<file path="src/rtl/rrag_mem_pkg.sv">
package rrag_mem_pkg;

    localparam int MEM_BYTES  = 256;
    localparam int MEM_AW     = $clog2(MEM_BYTES);
    localparam int WORD_BYTES = 8;
    localparam int WORD_LSB   = $clog2(WORD_BYTES);
    localparam int ADDR_W     = 32;
    localparam int DATA_W     = 64;
    localparam int DEST_W     = 13;
    localparam int LIM_W      = 20;

    // access size code, the byte count is a power of two.
    typedef logic [1:0] size_t;

    localparam size_t SZ_BYTE  = 2'd0;
    localparam size_t SZ_WORD  = 2'd1;
    localparam size_t SZ_DWORD = 2'd2;
    localparam size_t SZ_QWORD = 2'd3;

    function automatic logic [3:0] size_bytes(input size_t sz);
        logic [3:0] n;
        n = 4'd1;
        case (sz)
            SZ_BYTE:  n = 4'd1;
            SZ_WORD:  n = 4'd2;
            SZ_DWORD: n = 4'd4;
            SZ_QWORD: n = 4'd8;
        endcase
        return n;
    endfunction

    typedef struct packed {
        logic [DEST_W-1:0] dest;
        size_t             opsize;
        logic              is_store;
        logic [ADDR_W-1:0] eip;
    } uop_t;

    typedef struct packed {
        logic [ADDR_W-1:0] seg_base;
        logic [LIM_W-1:0]  seg_lim;
        logic [ADDR_W-1:0] base;
        logic [ADDR_W-1:0] index;
        logic [1:0]        scale;
        logic [ADDR_W-1:0] disp;
    } agen_req_t;

    typedef struct packed {
        logic              valid;
        size_t             opsize;
        logic [ADDR_W-1:0] mem_addr;
        logic [ADDR_W-1:0] mem_addr_end;     // linear address of the last byte.
        logic              mem_end_is_valid; // the access reaches into the next word.
        logic              seg_fault;
        logic              is_store;
        logic [DEST_W-1:0] dest;
        logic [DATA_W-1:0] store_data;
        logic [ADDR_W-1:0] eip;
    } rrag_mem_t;

    typedef struct packed {
        logic              valid;
        logic [DEST_W-1:0] dest;
        logic [DATA_W-1:0] data;
        logic              is_store;
        logic              fault;
        logic [ADDR_W-1:0] eip;
    } mem_wb_t;

endpackage

</file>
<file path="src/rtl/rrag_agen.sv">
`timescale 1ns/1ps

module rrag_agen (
    input  logic                            in_valid,
    input  rrag_mem_pkg::uop_t              uop,
    input  rrag_mem_pkg::agen_req_t         agen,
    input  logic [rrag_mem_pkg::DATA_W-1:0] store_data,
    output rrag_mem_pkg::rrag_mem_t         rec
);

    logic [3:0]                      nbytes;
    logic [rrag_mem_pkg::ADDR_W-1:0] len_m1;
    logic [rrag_mem_pkg::ADDR_W-1:0] scaled_index;
    logic [rrag_mem_pkg::ADDR_W-1:0] offset;
    logic [rrag_mem_pkg::ADDR_W-1:0] last_off;
    logic [rrag_mem_pkg::ADDR_W-1:0] lin_addr;
    logic [rrag_mem_pkg::ADDR_W-1:0] lin_end;
    logic [rrag_mem_pkg::ADDR_W-1:0] lim_ext;
    logic                            crosses;

    assign nbytes = rrag_mem_pkg::size_bytes(uop.opsize);
    assign len_m1 = {{(rrag_mem_pkg::ADDR_W-4){1'b0}}, nbytes - 4'd1};

    // effective offset within the segment, all sums wrap at 32 bits.
    assign scaled_index = agen.index << agen.scale;
    assign offset       = agen.base + scaled_index + agen.disp;
    assign last_off     = offset + len_m1;   // offset of the last byte touched.

    assign lin_addr = agen.seg_base + offset;
    assign lin_end  = lin_addr + len_m1;

    assign lim_ext = {{(rrag_mem_pkg::ADDR_W-rrag_mem_pkg::LIM_W){1'b0}}, agen.seg_lim};

    // The end byte sits in another word when the word numbers differ.
    assign crosses = lin_addr[rrag_mem_pkg::ADDR_W-1:rrag_mem_pkg::WORD_LSB] !=
                     lin_end[rrag_mem_pkg::ADDR_W-1:rrag_mem_pkg::WORD_LSB];

    always_comb begin
        rec.valid            = in_valid;
        rec.opsize           = uop.opsize;
        rec.mem_addr         = lin_addr;
        rec.mem_addr_end     = lin_end;
        rec.mem_end_is_valid = crosses;
        rec.seg_fault        = last_off > lim_ext; // limit is inclusive.
        rec.is_store         = uop.is_store;
        rec.dest             = uop.dest;
        rec.store_data       = store_data;
        rec.eip              = uop.eip;
    end

endmodule

</file>
<file path="config.mk">
export PLATFORM = sky130hd
export DESIGN_NAME = rrag_agen
export DESIGN_NICKNAME = d
export VERILOG_FILES = /design/src/rtl/rrag_mem_pkg.sv /design/src/rtl/rrag_agen.sv
export SDC_FILE = /design/constraint.sdc
export NUM_CORES = 1
export LEC_CHECK = 0
export ABC_AREA = 1
export BUFFER_PORTS_ARGS = -buffer_cell sky130_fd_sc_hd__buf_4
export CORE_AREA = 10 10 164 166
export DETAILED_ROUTE_END_ITERATION = 6
export DIE_AREA = 0 0 174 176
export PLACE_DENSITY_LB_ADDON = 0.08
export SLEW_MARGIN = 20
export SYNTH_ARGS = -nofsm -noshare
export SYNTH_HDL_FRONTEND = slang
export SYNTH_SLANG_ARGS = --single-unit
</file>
<file path="constraint.sdc">
create_clock -name vclk -period 9.1
set_input_delay 0.91 -clock vclk [all_inputs]
set_output_delay 0.91 -clock vclk [all_outputs]
set_load 0.02 [all_outputs]
</file>
==> out/metrics.cfg, run 1 <==
[run_status]
status = finished clean

[hold_path]
hp-class = in -> out
hold_path_depth = 0
min_from = uop[42]

[synth]
synth.distinct_cells = 48
synth_xor_area_share_pct = 5.938
synth_compound_area_share_pct = 8.287
synth_top_family_by_area = simple AND/OR/NAND/NOR gates
yosys.area_share.adder_pct = 19.75
synth_mux_area_share_pct = 5.231
synthCells = 1660
yosysMostFrequentCell = nand2_1
netlist_area_sq_mm = 0.009376
postSynthAreaPerCell_sq_um = 5.648
yosys_warnings = 0
synth.largest_area_cell = nand2_1
synthSimpleGateAreaFrac_pct = 39.83
synthTopCellsByCount = nand2_1, inv_1, nor2_1
synth_seq_area_share_pct = 0
synth_top_area_share_pct = 21.02
yosys-top-cells-area = nand2_1, ha_1, inv_1, buf_4, fa_1

[sta]
setup_viol = 0
min_period_ns = 7.434
worst_pin_slew_ns = 0.6379
setup_tns_ns = 0
maxSlewViolCount = 0
fmax_mhz = 134.5
final.period_utilization_pct = 81.69
timing.final.hold_violations = 0
rsz0062_at_grt = no
max_slew_margin_pct = 57.15

[grt]
grt.overflow.total = 0
grt_max_degree = 35
grtUsageTotal_pct = 19.84
grt_pass1_wl_microns = 50970
grt_pass1_vias = 10470
antenna_found_initial = 0

[worst_setup_path]
crit_fanout = 34
critPathLaunch = agen[32]
path_class = in -> out
critPathArrivalTime_ns = 6.52
path_depth = 31
slowest_delay_ns = 0.54
crit_required_ns = 8.19
critPathSlowestCell = fa_1
crit_path_frequent_cell = nand2_1
critPathBufInv = 3
critPathTopFamily = simple AND/OR/NAND/NOR gates
crit_path_start_kind = primary input
cp-end-kind = primary output

[drt]
antenna_left = 0
drtIter0Drc = 416
drc = 0
wl_microns = 31620
vias = 10020
drtPass1Iterations = 5
viasPerCell = 4.817
routedWlPerCell_microns = 15.19

[layout]
regArea_sq_um = 0
layout.cells.non_filler = 2081
final_nets = 2149
n_antenna_cell = 0
nClkBuffers = 0
synthToLayoutAreaGrowth_pct = 12.38
drive_above_1_share_pct = 15.48
multiInputGateArea_sq_mm = 0.007418
fillers = 2721
seq_cells = 0

[floorplanning]
start_util_pct = 39.36
io_pins = 442
coreArea_sq_mm = 0.02382
rows = 57
die-width_microns = 174
die-area_sq_mm = 0.03062
die_h_microns = 176

[placement]
dp.cells = 2081
globalplace.congestion = 0.9466
dp_hpwl_microns = 29220
io_buffers = 220

[power_and_ir_drop]
p_leak_nw = 6.068
p_total_mw = 3.485
vdd_drop_max_mv = 0.2087
power_density_mw_per_mm2 = 330.7

[run]
maxCapViolations = 0

[clock_network]
cts_hold_buf = 0
cts_resized = 0
post_cts_buffers = 0

-- kinds of logic after synthesis --
family / count (synthesis)
compound gates: 139
xor+xnor: 55
fa+ha+maj: 127
buf+inv: 407
mux: 49
other cells: 1
simple gates: 882
-- final timing paths --
check	end
worst min-delay path	rec[103]
worst max-delay path	rec[110]
-- final cells by class --
class              count  area share, %
inverters            283          10.08
repair buffers       220          15.67
well taps            324          3.847
multi-input cells   1254          70.40
-- metrics by stage --
stage          cell area (sq um)  hold WS (ns)  setup slack [ns]  util, %
2_1_floorplan               9380         1.933             2.113        -
3_3_place_gp               10540         1.820             1.654    44.24
3_5_place_dp               10540         1.820             1.603    44.24
4_1_cts                    10540         1.820             1.620    44.24
5_1_grt                    10540         1.820             1.150    44.24
6_report                   10540         1.820             1.666    44.24
-- metal layers --
| layer | up-vias | track usage [%] | share of wire, % |
|---|---|---|---|
| met5 | - | 0 | 0 |
| met4 | 0 | 5.273 | 2.9 |
| met3 | 59 | 2.734 | 4.5 |
| met2 | 284 | 36.52 | 48 |
| met1 | 4363 | 23.62 | 44 |
| li1 | 5318 | - | - |
-- placed cells by master, fill, tap and decap left out, types with 6 or more instances in the layout --
master | Yosys | layout
xnor2_1 | 8 | 8
o21ai_1 | 8 | 8
xor2_1 | 37 | 37
nor2_1 | 151 | 151
o21bai_1 | 7 | 7
xor2_2 | 8 | 8
nand2_2 | 7 | 7
inv_1 | 270 | 270
nand3_1 | 109 | 109
o21ai_0 | 34 | 34
a21o_1 | 7 | 7
mux2i_1 | 49 | 49
nand3b_1 | 6 | 6
nand2_1 | 525 | 525
ha_1 | 92 | 92
buf_4 | 115 | 220
nor3_1 | 16 | 16
nand4_1 | 35 | 35
nor2_2 | 8 | 8
fa_1 | 35 | 35
inv_2 | 10 | 10
a21oi_1 | 64 | 64
-- where the power goes --
| part | leakage [nW] | internal (mW) | total [mW] | switching, mW |
|---|---|---|---|---|
| clock | 0 | 0 | 0 | 0 |
| sequential | 0 | 0 | 0 | 0 |
| combinational | 6.07 | 1.23 | 3.49 | 2.25 |
| total | 6.07 | 1.23 | 3.49 | 2.25 |
(Power assumes the default switching activity.)
==> run 2: changes to the inputs <==
Settings changed: ABC_AREA 1 to 0, CORE_AREA 10 10 164 166 to 10 10 166 168, DIE_AREA 0 0 174 176 to 0 0 176 178.
Clock period 9.1 ns to 7.41 ns, I/O delays scaled along.
==> run 2 against run 1 <==
Net effect:
- largest power group unchanged
- critical path depth is 6 lower
- flip-flop and latch count is the same
- total power is 48% higher
- largest cell class unchanged
==> out/metrics.cfg, run 2 <==
[run_status]
status = finished clean

[sta]
rsz0062_at_grt = yes
final.period_utilization_pct = 97.09
fmax_mhz = 139.0
whs_ns = 1.482  ; -0.3380 ns
worst_pin_slew_ns = 0.5328  ; -0.1051 ns
min_period_ns = 7.194
maxSlewViolCount = 0  ; unchanged
setup_tns_ns = 0  ; unchanged
worst_slack_ns = 0.2156  ; -1.450 ns
max_slew_margin_pct = 64.48  ; +7.3 points
setup_viol = 0  ; unchanged
timing.final.hold_violations = 0  ; unchanged

[layout]
layout_common_cells = buf_4, ha_1, a21oi_1
synthToLayoutAreaGrowth_pct = 27.37
n_antenna_cell = 0  ; unchanged
multiInputGateArea_sq_mm = 0.006910  ; -6.8%
layout.cells.non_filler = 1490  ; -28%
final_area_sq_mm = 0.009975  ; -5.3%
regArea_sq_um = 0  ; unchanged
nClkBuffers = 0  ; unchanged
mostFrequentLayoutCell = buf_4
fin_util_pct = 41.38  ; -2.9 points
fillers = 2556  ; -6.1%
final_nets = 1558  ; -28%
drive_above_1_share_pct = 35.93  ; +20 points
seq_cells = 0  ; unchanged

[placement]
place_area_sq_mm = 0.009638  ; -8.5%
pre_cts_ws_ns = 0.02211  ; -1.580 ns
io_buffers = 220  ; unchanged
globalplace.congestion = 0.8839  ; -6.6%
dp_hpwl_microns = 22650  ; -22%
dp.cells = 1473  ; -29%

[power_and_ir_drop]
internal-power_mw = 2.355  ; +91%
clock_power_share_pct = 0  ; unchanged
p_leak_nw = 4.613  ; -24%
power_density_mw_per_mm2 = 516.7  ; +56%
p_comb_share_pct = 100.0  ; about the same
p_sw_mw = 2.799  ; +24%
vdd_drop_max_mv = 0.3748  ; +80%
p_total_mw = 5.154  ; +48%
seq_power_share_pct = 0  ; unchanged
switching_share_pct = 54.31  ; -10 points

[worst_setup_path]
cp-end-kind = primary output
crit_required_ns = 6.67  ; -1.52 ns
critPathBufInv = 3  ; unchanged
crit_fanout = 7  ; -79%
path_depth = 25  ; -19%
path_class = in -> out
crit_path_start_kind = primary input
crit_end = rec[143]
critPathTopFamily = simple AND/OR/NAND/NOR gates
critPathLaunch = agen[32]
slowest_delay_ns = 0.52  ; -0.02 ns
critPathSlowestCell = fa_1
critPathArrivalTime_ns = 6.45  ; -0.07 ns

[synth]
synthTopCellsByCount = buf_4, ha_1, a21oi_1
synthCells = 986  ; -41%
synth_top_area_share_pct = 14.70  ; -6.3 points
yosys-top-cells-area = ha_1, buf_4, fa_1, mux4_2, xnor2_1
netlist_area_sq_mm = 0.007831  ; -16%
synth.distinct_cells = 88  ; +83%
yosysMostFrequentCell = buf_4
yosys_warnings = 0  ; unchanged
postSynthAreaPerCell_sq_um = 7.942  ; +41%
synth.largest_area_cell = ha_1
synth_seq_area_share_pct = 0  ; unchanged

[hold_path]
hp-class = in -> out

[drt]
drc = 0  ; unchanged
wl_microns = 24920  ; -21%
viasPerCell = 5.058  ; +5.0%
antenna_left = 0  ; unchanged
routedWlPerCell_microns = 16.73  ; +10%
drtIter0Drc = 346  ; -17%
drtPass1Iterations = 4  ; -1
vias = 7536  ; -25%

[run]
maxCapViolations = 0  ; unchanged

[floorplanning]
coreArea_sq_mm = 0.02411  ; +1.2%
die-area_sq_mm = 0.03133  ; +2.3%
die_h_microns = 178  ; +1.1%
die-width_microns = 176  ; +1.1%
rows = 57  ; unchanged
start_util_pct = 32.49  ; -6.9 points
io_pins = 442  ; unchanged

[grt]
grt.overflow.total = 0  ; unchanged
grtUsageTotal_pct = 14.97  ; -4.9 points
grt_pass1_vias = 7708  ; -26%
grt_max_degree = 27  ; -23%
grt_pass1_wl_microns = 39430  ; -23%
antenna_found_initial = 0  ; unchanged

[clock_network]
cts_hold_buf = 0  ; unchanged

-- run 2: final cells by class --
type | instances | area share [%]
inverters | 55 | 2.070
multi-input cells | 787 | 69.28
repair buffers | 324 | 24.59
well taps | 324 | 4.064
-- run 2: power by group through the flow --
stage          logic, mW  registers (mW)  clock network, mW
6_report            5.15               0                  0
5_1_grt             5.68               0                  0
4_1_cts             5.07               0                  0
3_5_place_dp        5.05               0                  0
3_3_place_gp        5.06               0                  0
2_1_floorplan       3.21               0                  0
-- run 2: how the worst min path moves through the flow --
stage	from	endpoint	slack (ns)	cells after the start
after floorplan	uop[0]	rec[0]	1.59	1
after global placement	uop[43]	rec[104]	1.48	0
after detailed placement	uop[43]	rec[104]	1.48	0
after CTS	uop[43]	rec[104]	1.48	0
after global routing	uop[0]	rec[0]	1.48	0
final	uop[11]	rec[11]	1.48	0
-- run 2: kinds of logic (layout without fill, tap and decap cells) --
logic type / after synthesis / after routing / share of synthesized area [%]
fa+ha+maj: 127 / 127 / 23.65
compound gates: 242 / 242 / 20.82
buf+inv: 200 / 379 / 15.08
other cells: 1 / 2 / 0.04789
xor+xnor: 99 / 99 / 11.17
simple gates: 279 / 279 / 19.83
mux: 38 / 38 / 9.410
-- run 2: repair_timing --
action / CTS / global route
buffers inserted: 0 / 17
setup endpoints to repair: 1 / 13
resized for setup: 1 / 42
pin swaps: 0 / 30
-- run 2: layer usage --
| metal | routed length (microns) | global-route usage, % | vias to the layer above |
|---|---|---|---|
| met5 | 0 | 0 | - |
| li1 | - | - | 3851 |
| met1 | 11180 | 19.43 | 3407 |
| met3 | 1609 | 2.452 | 60 |
| met4 | 625 | 3.921 | 0 |
| met2 | 11510 | 25.23 | 218 |
